**config.mk**
```make
export PLATFORM = sky130hd
export DESIGN_NAME = sbus_ram_bridge
export DESIGN_NICKNAME = d
export VERILOG_FILES = /design/src/hw/sbus_pkg.sv /design/src/hw/sbus_ram_bridge.sv
export SDC_FILE = /design/constraint.sdc
export NUM_CORES = 1
export LEC_CHECK = 0
export ABC_AREA = 1
export BUFFER_PORTS_ARGS = -buffer_cell sky130_fd_sc_hd__buf_4
export CAP_MARGIN = 20
export CORE_AREA = 5 5 106 108
export DETAILED_ROUTE_END_ITERATION = 10
export DIE_AREA = 0 0 111 113
export GPL_ROUTABILITY_DRIVEN = 1
export PLACE_DENSITY = 0.81
export SLEW_MARGIN = 20
export SYNTH_ARGS = -nofsm -noshare
export SYNTH_HDL_FRONTEND = slang
export SYNTH_SLANG_ARGS = --single-unit
export TNS_END_PERCENT = 30
```
**constraint.sdc**
```tcl
create_clock -name CLK -period 6.65 [get_ports CLK]
set_input_delay 0.9975 -clock CLK [delete_from_list [all_inputs] [get_ports CLK]]
set_output_delay 0.9975 -clock CLK [all_outputs]
set_load 0.01 [all_outputs]
```
**src/hw/sbus_pkg.sv**
```systemverilog
`default_nettype none

package sbus_pkg;

    // The payload layout below assumes a 64-bit bus
    localparam int DATA_W     = 64;
    localparam int MASK_W     = DATA_W / 8;
    localparam int ADDR_W     = 32;
    localparam int WORD_BYTES = 8;
    localparam int RAM_WORDS  = 256;
    localparam int RAM_IDX_W  = 8;

    // The RAM word index starts right above the byte offset in the address
    localparam int IDX_LSB    = $clog2(WORD_BYTES);

    // Header field widths
    localparam int ID_W       = 15;
    localparam int LEN_W      = 4;

    typedef enum logic [1:0] {
        REQ_READ_HDR   = 2'b00,
        REQ_WRITE_HDR  = 2'b01,
        REQ_WRITE_DATA = 2'b10,
        REQ_WRITE_LAST = 2'b11
    } req_tag_e;

    typedef enum logic [1:0] {
        RSP_WRITE_ACK  = 2'b00,
        RSP_READ_HDR   = 2'b01,
        RSP_READ_DATA  = 2'b10,
        RSP_READ_LAST  = 2'b11
    } rsp_tag_e;

    // Any nonzero mode field on the bus selects an incrementing burst
    typedef enum logic [1:0] {
        BURST_FIXED = 2'b00,
        BURST_INCR  = 2'b01
    } burst_mode_e;

    typedef struct packed {
        logic [1:0]        tag;
        logic [DATA_W-1:0] payload;
    } sbus_word_t;

    typedef struct packed {
        logic [MASK_W-1:0] mask;
        logic [ID_W-1:0]   id;
        logic [1:0]        mode;
        logic [2:0]        reserved;
        logic [LEN_W-1:0]  len;
        logic [ADDR_W-1:0] addr;
    } sbus_hdr_t;

    typedef struct packed {
        logic                 cs;
        logic                 we;
        logic [RAM_IDX_W-1:0] idx;
        logic [MASK_W-1:0]    mask;
        logic [DATA_W-1:0]    wdata;
    } ram_req_t;

endpackage

`default_nettype wire

```
**src/hw/sbus_ram_bridge.sv**
```systemverilog
`default_nettype none

module sbus_ram_bridge
(
    input  wire logic                        CLK,
    input  wire logic                        RST,

    input  wire sbus_pkg::sbus_word_t        req_word,
    input  wire logic                        req_valid,
    output logic                             req_ready,

    output sbus_pkg::sbus_word_t             rsp_word,
    output logic                             rsp_valid,
    input  wire logic                        rsp_ready,

    output sbus_pkg::ram_req_t               ram_req,
    input  wire logic [sbus_pkg::DATA_W-1:0] ram_rdata
);

    // Only one of a write burst, a pending acknowledge or a read burst is active
    typedef enum logic [1:0] {
        ST_IDLE,
        ST_WRITE,
        ST_ACK,
        ST_READ
    } state_e;

    state_e                             state;
    state_e                             state_nxt;

    sbus_pkg::req_tag_e                 req_tag;
    sbus_pkg::sbus_hdr_t                req_hdr;
    sbus_pkg::sbus_hdr_t                rsp_hdr;

    // Fields captured from the most recent header
    logic [sbus_pkg::ID_W-1:0]          hdr_id;
    logic [sbus_pkg::MASK_W-1:0]        hdr_mask;
    sbus_pkg::burst_mode_e              hdr_mode;
    logic [sbus_pkg::RAM_IDX_W-1:0]     base_idx;

    logic [sbus_pkg::RAM_IDX_W-1:0]     ofs_step;
    logic [sbus_pkg::RAM_IDX_W-1:0]     wr_ofs;
    logic                               wr_first;
    logic [sbus_pkg::RAM_IDX_W-1:0]     rd_ofs;
    logic [sbus_pkg::RAM_IDX_W-1:0]     rd_ofs_nxt;
    logic [sbus_pkg::LEN_W-1:0]         rd_cnt;

    logic                               wr_hdr_acc;
    logic                               rd_hdr_req;
    logic                               rd_hdr_acc;
    logic                               wr_beat_acc;
    logic                               wr_last_acc;
    logic                               rd_last;
    logic                               rd_advance;
    logic                               rd_done;

    assign req_tag = sbus_pkg::req_tag_e'(req_word.tag);
    assign req_hdr = sbus_pkg::sbus_hdr_t'(req_word.payload);

    // Request decode

    assign wr_hdr_acc  = (state == ST_IDLE) && req_valid
                         && (req_tag == sbus_pkg::REQ_WRITE_HDR);
    assign rd_hdr_req  = (state == ST_IDLE) && req_valid
                         && (req_tag == sbus_pkg::REQ_READ_HDR);

    // The echo goes out in the same cycle, so a read header waits for rsp_ready
    assign rd_hdr_acc  = rd_hdr_req && rsp_ready;

    assign wr_beat_acc = (state == ST_WRITE) && req_valid
                         && ((req_tag == sbus_pkg::REQ_WRITE_DATA)
                             || (req_tag == sbus_pkg::REQ_WRITE_LAST));
    assign wr_last_acc = wr_beat_acc && (req_tag == sbus_pkg::REQ_WRITE_LAST);

    assign rd_last     = (rd_cnt == '0);
    assign rd_advance  = (state == ST_READ) && rsp_ready && !rd_last;
    assign rd_done     = (state == ST_READ) && rsp_ready && rd_last;

    assign req_ready   = wr_hdr_acc || rd_hdr_acc || wr_beat_acc;

    always_comb
    begin
        state_nxt = state;
        case (state)
            ST_IDLE:
            begin
                if (wr_hdr_acc)
                    state_nxt = ST_WRITE;
                else if (rd_hdr_acc)
                    state_nxt = ST_READ;
            end
            ST_WRITE:
            begin
                if (wr_last_acc)
                    state_nxt = ST_ACK;
            end
            ST_ACK:
            begin
                if (rsp_ready)
                    state_nxt = ST_IDLE;
            end
            ST_READ:
            begin
                if (rd_done)
                    state_nxt = ST_IDLE;
            end
            default:
            begin
                state_nxt = ST_IDLE;
            end
        endcase
    end

    always_ff @(posedge CLK or posedge RST)
    begin
        if (RST)
            state <= ST_IDLE;
        else
            state <= state_nxt;
    end

    // Header capture is shared by both directions
    always_ff @(posedge CLK)
    begin
        if (wr_hdr_acc || rd_hdr_acc)
        begin
            hdr_id   <= req_hdr.id;
            hdr_mask <= req_hdr.mask;
            base_idx <= req_hdr.addr[sbus_pkg::IDX_LSB +: sbus_pkg::RAM_IDX_W];
            if (req_hdr.mode == sbus_pkg::BURST_FIXED)
                hdr_mode <= sbus_pkg::BURST_FIXED;
            else
                hdr_mode <= sbus_pkg::BURST_INCR;
        end
    end

    // Offsets count in RAM words, and wrap with the RAM depth
    assign ofs_step = (hdr_mode == sbus_pkg::BURST_INCR) ? 1 : 0;

    always_ff @(posedge CLK or posedge RST)
    begin
        if (RST)
        begin
            wr_ofs   <= '0;
            wr_first <= 1'b0;
        end
        else if (wr_hdr_acc)
        begin
            wr_ofs   <= '0;
            wr_first <= 1'b1;
        end
        else if (wr_beat_acc)
        begin
            wr_ofs   <= wr_ofs + ofs_step;
            wr_first <= 1'b0;
        end
    end

    // rd_ofs is the offset of the read whose data is on ram_rdata
    assign rd_ofs_nxt = rd_ofs + ofs_step;

    always_ff @(posedge CLK or posedge RST)
    begin
        if (RST)
        begin
            rd_ofs <= '0;
            rd_cnt <= '0;
        end
        else if (rd_hdr_acc)
        begin
            rd_ofs <= '0;
            rd_cnt <= req_hdr.len;
        end
        else if (rd_advance)
        begin
            rd_ofs <= rd_ofs_nxt;
            rd_cnt <= rd_cnt - 1'b1;
        end
    end

    // RAM access

    always_comb
    begin
        ram_req.cs    = wr_beat_acc || rd_hdr_acc || rd_advance;
        ram_req.we    = wr_beat_acc;
        ram_req.mask  = wr_first ? hdr_mask : '1;
        ram_req.wdata = req_word.payload;

        // The first read of a burst takes its index straight from the header
        if (wr_beat_acc)
            ram_req.idx = base_idx + wr_ofs;
        else if (rd_hdr_acc)
            ram_req.idx = req_hdr.addr[sbus_pkg::IDX_LSB +: sbus_pkg::RAM_IDX_W];
        else
            ram_req.idx = base_idx + rd_ofs_nxt;
    end

    // Response word

    always_comb
    begin
        rsp_hdr          = '0;
        rsp_valid        = 1'b0;
        rsp_word.tag     = sbus_pkg::RSP_WRITE_ACK;
        rsp_word.payload = '0;
        case (state)
            ST_IDLE:
            begin
                // Echo of a read header, valid for as long as the header is presented
                rsp_hdr.id       = req_hdr.id;
                rsp_valid        = rd_hdr_req;
                rsp_word.tag     = sbus_pkg::RSP_READ_HDR;
                rsp_word.payload = rsp_hdr;
            end
            ST_READ:
            begin
                rsp_valid        = 1'b1;
                rsp_word.tag     = rd_last ? sbus_pkg::RSP_READ_LAST
                                           : sbus_pkg::RSP_READ_DATA;
                rsp_word.payload = ram_rdata;
            end
            ST_ACK:
            begin
                rsp_hdr.id       = hdr_id;
                rsp_valid        = 1'b1;
                rsp_word.tag     = sbus_pkg::RSP_WRITE_ACK;
                rsp_word.payload = rsp_hdr;
            end
            default:
            begin
                rsp_valid        = 1'b0;
            end
        endcase
    end

endmodule

`default_nettype wire

```
==> results.cfg, run 1 <==
[floorplanning]
die_h_um = 113
core_area_um2 = 10140
ios = 284
die_w_um = 111
fp.dieArea_um2 = 12540
initial_core_util_pct = 42.27
row_count = 37

[placement]
place_congestion = 0.9911
dp_hpwl_um = 11140
io_buffers = 229

[final_layout]
n_fill_cell = 860
num_antenna_cells = 0
drive_above_1_share_pct = 35.69
mostFrequentLayoutCell = buf_4
multi_input_area_um2 = 1817
fin_nets = 889
seq_area_um2 = 1536
final_cell_mix = 230 x buf_4, 111 x nand2_1, 98 x inv_1, 74 x nor2_1, 36 x nand3_1
area_delta_synth_final_pct = 33.96

[timing]
setup_viol = 0
fmax_mhz = 258.9
fin_crit_sh_pct = 58.09
rsz0062_at_grt = no
drv_slew = 0
fin_tns_setup_ns = 0
period_minus_slack_ns = 3.863
tightestPinTransition_ns = 0.9039
fin_skew_ns = 0.01138
hold_viol = 0
whs_ns = 0.5596
slew_headroom_pct = 39.52

[min_path]
hold_path_class = reg2reg

[clock_tree]
cts_num_sinks = 55
cts_hold_buf = 0
clockBufferDepth = 2
insertion_delay_ns = 0.31
cts_buffers = 5
clk_pin_slew_worst_paths_ns = 0.09
post_cts_resize_count = 0
cts_root_buf = clkbuf_8
tritoncts = done
ctsHtreeMaxLevel = 2
postCtsSetupBuffers = 0

[synthesis]
synth_edf_count = 32
netlist_instances = 573
syn-cell-area_um2 = 4285
async_flop_share_pct = 41.82
syn_area_per_cell_um2 = 7.479
ys_warn_count = 0
synth_nets = 729
synth-seq-area-share_pct = 35.85
synth-seq-cells = 55
synthFlopType = edfxtp_1
ys_types = 39

[critical_path]
critPathLaunchType = register
crit_required_ns = 5.65
worstPathArrival_ns = 2.87
end_kind = primary output
crit_type = reg2out
path_max_fanout = 4

[drt]
first_iter_violations = 179
final_antenna_net_count = 0
drt_first_pass_iters = 5
viasPerCell = 4.801
routed-via-count = 4177
post_drt_wl_per_cell_um = 15.11
wirelength_um = 13150
remaining_drc_errors = 0

[global_route]
gr-total-overflow = 0
grt_start_max_net_pins = 52
grt_use_total_pct = 19.64
antenna_found_initial = 0
grt_pass1_vias = 4210
grt_pass1_wl_um = 20410

[pwr]
power.density_nw_per_um2 = 289.6
ir_drop_uv = 127.3
leakage_nw = 3.163

[run]
drv_cap = 0

[outcome]
status = finished, final reports clean
where the power goes:
group | internal [mW] | switching, mW
Combinational | 0.434 | 0.532
Clock | 0.110 | 0.109
Sequential | 0.431 | 0.0450
worst paths after layout:
check	from	endpoint	slack [ns]	cells past startpoint
worst min register to register	rd_ofs[0]$_DFFE_PP0P_	rd_ofs[0]$_DFFE_PP0P_	0.56	1
min in group asynchronous	RST	rd_ofs[4]$_DFFE_PP0P_	0.86	2
max in group asynchronous	RST	wr_ofs[1]$_DFFE_PP0P_	5.25	2
worst max-delay path	hdr_mode[0]$_DFFE_PP_	ram_req[79]	2.79	16
worst max register to register	state[1]$_DFFE_PP0P_	hdr_id[5]$_DFFE_PP_	3.80	8
worst min-delay path	rd_ofs[0]$_DFFE_PP0P_	rd_ofs[0]$_DFFE_PP0P_	0.56	1
logic make-up (layout without fill, tap and decap cells):
| group | after synthesis | in the layout | share of synthesized area [%] |
|---|---|---|---|
| xor+xnor | 11 | 11 | 2.248 |
| compound gates | 56 | 56 | 7.825 |
| simple gates | 250 | 250 | 25.55 |
| fa+ha+maj | 22 | 22 | 6.774 |
| buf+inv | 179 | 340 | 21.75 |
| flops | 55 | 55 | 35.85 |
cell usage after synthesis, types with 3 or more instances:
master	n	area, um^2
xor2_1	8	70.07
clkbuf_1	9	33.78
a22o_1	4	35.03
nor2_4	3	33.78
ha_1	20	250.2
nor2_1	74	277.8
a21oi_1	18	90.09
buf_4	65	488.0
inv_1	98	367.9
o22ai_1	6	37.54
nand4_1	4	25.02
o21ai_0	15	75.07
inv_2	3	11.26
dfrtp_1	23	575.6
or2_2	11	68.82
nand3_1	36	180.2
edfxtp_1	32	960.9
xnor2_1	3	26.28
nand2_1	111	416.7
sequential cells by signal (all words and copies together), names as in the netlist:
| register | cells |
|---|---|
| base_idx | 8 |
| hdr_mode | 1 |
| hdr_mask | 8 |
| wr_ofs | 8 |
| rd_cnt | 4 |
| wr_first | 1 |
| hdr_id | 15 |
| rd_ofs | 8 |
| state | 2 |
stage by stage:
| step | cells | setup slack (ns) | cell area, um^2 | util, % | total power, mW |
|---|---|---|---|---|---|
| 2_1_floorplan | 573 | 3.603 | 4285 | - | 1.063 |
| 3_3_place_gp | 862 | 3.049 | 5633 | 55.56 | 1.417 |
| 3_5_place_dp | 862 | 2.961 | 5633 | 55.56 | 1.450 |
| 4_1_cts | 870 | 2.821 | 5741 | 56.62 | 1.670 |
| 5_1_grt | 870 | 2.540 | 5741 | 56.62 | 1.788 |
| 6_report | 870 | 2.787 | 5741 | 56.62 | 1.663 |
worst max-delay path: stages (launching register included):
cell,delay [ns]
edfxtp_1,0.43
ha_1,0.19
nand3_1,0.13
nor3_1,0.21
nand2_1,0.14
xor2_1,0.18
ha_1,0.34
nand2_1,0.07
inv_1,0.08
nand3_1,0.06
o21ai_0,0.25
inv_1,0.07
nand2_1,0.07
nand3_1,0.07
nand2_1,0.08
nand2_1,0.05
buf_4,0.14
area by class of cell:
| cell class | instances | area share (%) |
|---|---|---|
| multi-input combinational | 339 | 31.65 |
| timing repair buffer | 230 | 30.08 |
| sequential | 55 | 26.77 |
| inverter | 102 | 6.670 |
| tap | 136 | 2.964 |
| clock buffer | 5 | 1.199 |
| clock inverter | 3 | 0.6757 |
metal layers:
layer | wire [um] | vias to the layer above | global-route usage (%) | part of all wire (%)
met5 | 0 | - | 0 | 0
met4 | 217 | 0 | 5.747 | 1.7
met3 | 1101 | 24 | 4.439 | 8.4
met2 | 6625 | 188 | 34.22 | 50
met1 | 5203 | 1920 | 24.44 | 40
li1 | - | 2045 | - | -
Power figures use the tool's default switching activity.
==> run 2, diff against run 1 <==
- CORE_AREA: 5 5 106 108 -> not set
- CORE_MARGIN: not set -> 5
- CORE_UTILIZATION: not set -> 39
- DIE_AREA: 0 0 111 113 -> not set
- PLACE_DENSITY: 0.81 -> 0.78
- clock period: 6.65 -> 3.45 ns (I/O delays scaled with it)
==> results.cfg, run 2 (synthesis results as in run 1) <==
[critical_path]
crit_type = reg2out
rr_worst_depth = 8
path_max_fanout = 6
reg2reg_slack_ns = 1.30
worstPathArrival_ns = 2.62
crit_required_ns = 2.93
end_kind = primary output
r2r-start = state[1]$_DFFE_PP0P_
critPathLaunchType = register
r2r-end = hdr_id[11]$_DFFE_PP_

[final_layout]
mostFrequentLayoutCell = buf_4
area_delta_synth_final_pct = 34.95
n_fill_cell = 1035
final_core_util_pct = 53.58
drive_above_1_share_pct = 36.18
final_cell_mix = 234 x buf_4, 111 x nand2_1, 97 x inv_1, 74 x nor2_1, 36 x nand3_1
instances_no_fill = 878
largest_register = hdr_id
fin_nets = 893
seq_area_um2 = 1536
num_antenna_cells = 0
multi_input_area_um2 = 1826
largest_register_ffs = 15
stdcell_area_um2 = 5783

[pwr]
power.density_nw_per_um2 = 553.2
ir_drop_uv = 328.4
leakage_nw = 3.177

[global_route]
antenna_found_initial = 0
grt_start_max_net_pins = 51
grt_pass1_vias = 3967
grt_use_total_pct = 18.04
grt_pass1_wl_um = 19340
gr-total-overflow = 0

[floorplanning]
row_count = 38
core_area_um2 = 10790
die_w_um = 114.8
initial_core_util_pct = 39.71
ios = 284
die_h_um = 114.8
fp.dieArea_um2 = 13180

[clock_tree]
cts_root_buf = clkbuf_8
post_cts_resize_count = 0
tritoncts = done
ctsHtreeMaxLevel = 2
cts_hold_buf = 0
cts_num_sinks = 55
cts_buffers = 5
postCtsSetupBuffers = 0
clockBufferDepth = 2
clk_pin_slew_worst_paths_ns = 0.10
insertion_delay_ns = 0.31

[drt]
wirelength_um = 12660
final_antenna_net_count = 0
viasPerCell = 4.569
first_iter_violations = 158
routed-via-count = 4012
post_drt_wl_per_cell_um = 14.42
remaining_drc_errors = 0
drt_first_pass_iters = 4

[placement]
dp_hpwl_um = 10390
place_ws_ns = 0.5383
io_buffers = 229
place_congestion = 0.8784
dp.cells = 870
place_area_um2 = 5668

[outcome]
status = finished, final reports clean

[timing]
slew_headroom_pct = 36.90
layout_setup_ws_ns = 0.3153
hold_viol = 0
fin_crit_sh_pct = 90.86
fin_skew_ns = 0.004073
tightestPinTransition_ns = 0.9407
drv_slew = 0
fmax_mhz = 319.0
period_minus_slack_ns = 3.135
fin_tns_setup_ns = 0
rsz0062_at_grt = no
setup_viol = 0

[run]
drv_cap = 0

[min_path]
hold_path_class = in2async
## run 2: where the power goes
part	leakage, nW	internal [mW]	switching, mW
clock	0.0524	0.218	0.207
combinational	2.53	0.850	1.01
sequential	0.595	0.831	0.0851
## run 2: routing by layer
metal	wire length (um)	track usage (%)
met5	0	0
met4	123	3.599
met3	1077	5.737
met2	6161	30.23
met1	5302	23.05
## run 2: critical path, stage by stage, from the launching register on
cell	delay (ns)
edfxtp_1	0.40
ha_1	0.20
nand2_1	0.06
nor2_1	0.23
xor2_1	0.22
inv_1	0.06
ha_1	0.36
a21oi_1	0.15
nand2_1	0.10
nand2_1	0.09
a21oi_1	0.06
nor2_1	0.08
nand2_1	0.06
nand2_1	0.05
nand2_1	0.05
buf_4	0.14
## run 2: how the worst max path moves through the flow
stage                     startpoint     endpoint  slack [ns]  cells after the start
2_1_floorplan  hdr_mode[0]$_DFFE_PP_  ram_req[79]        0.88                     14
3_3_place_gp   hdr_mode[0]$_DFFE_PP_  ram_req[79]        0.62                     16
4_1_cts        hdr_mode[0]$_DFFE_PP_  ram_req[79]        0.18                     16
6_report       hdr_mode[0]$_DFFE_PP_  ram_req[78]        0.32                     15
5_1_grt        hdr_mode[0]$_DFFE_PP_  ram_req[78]        0.03                     15
3_5_place_dp   hdr_mode[0]$_DFFE_PP_  ram_req[79]        0.54                     16
## run 2: final cells by class
class	count	share of cell area (%)
repair buffers	234	30.38
well taps	140	3.029
inverters	102	6.621
flip-flops and latches	55	26.57
multi-input cells	339	31.57
clock buffers	7	1.320
clock inverters	1	0.5193
## run 2: per-stage QoR
step           total power [mW]  hold slack (ns)
2_1_floorplan             2.049           0.4954
3_3_place_gp              2.765           0.5150
3_5_place_dp              2.790           0.5263
4_1_cts                   3.225           0.3842
5_1_grt                   3.464           0.3558
6_report                  3.199           0.2994
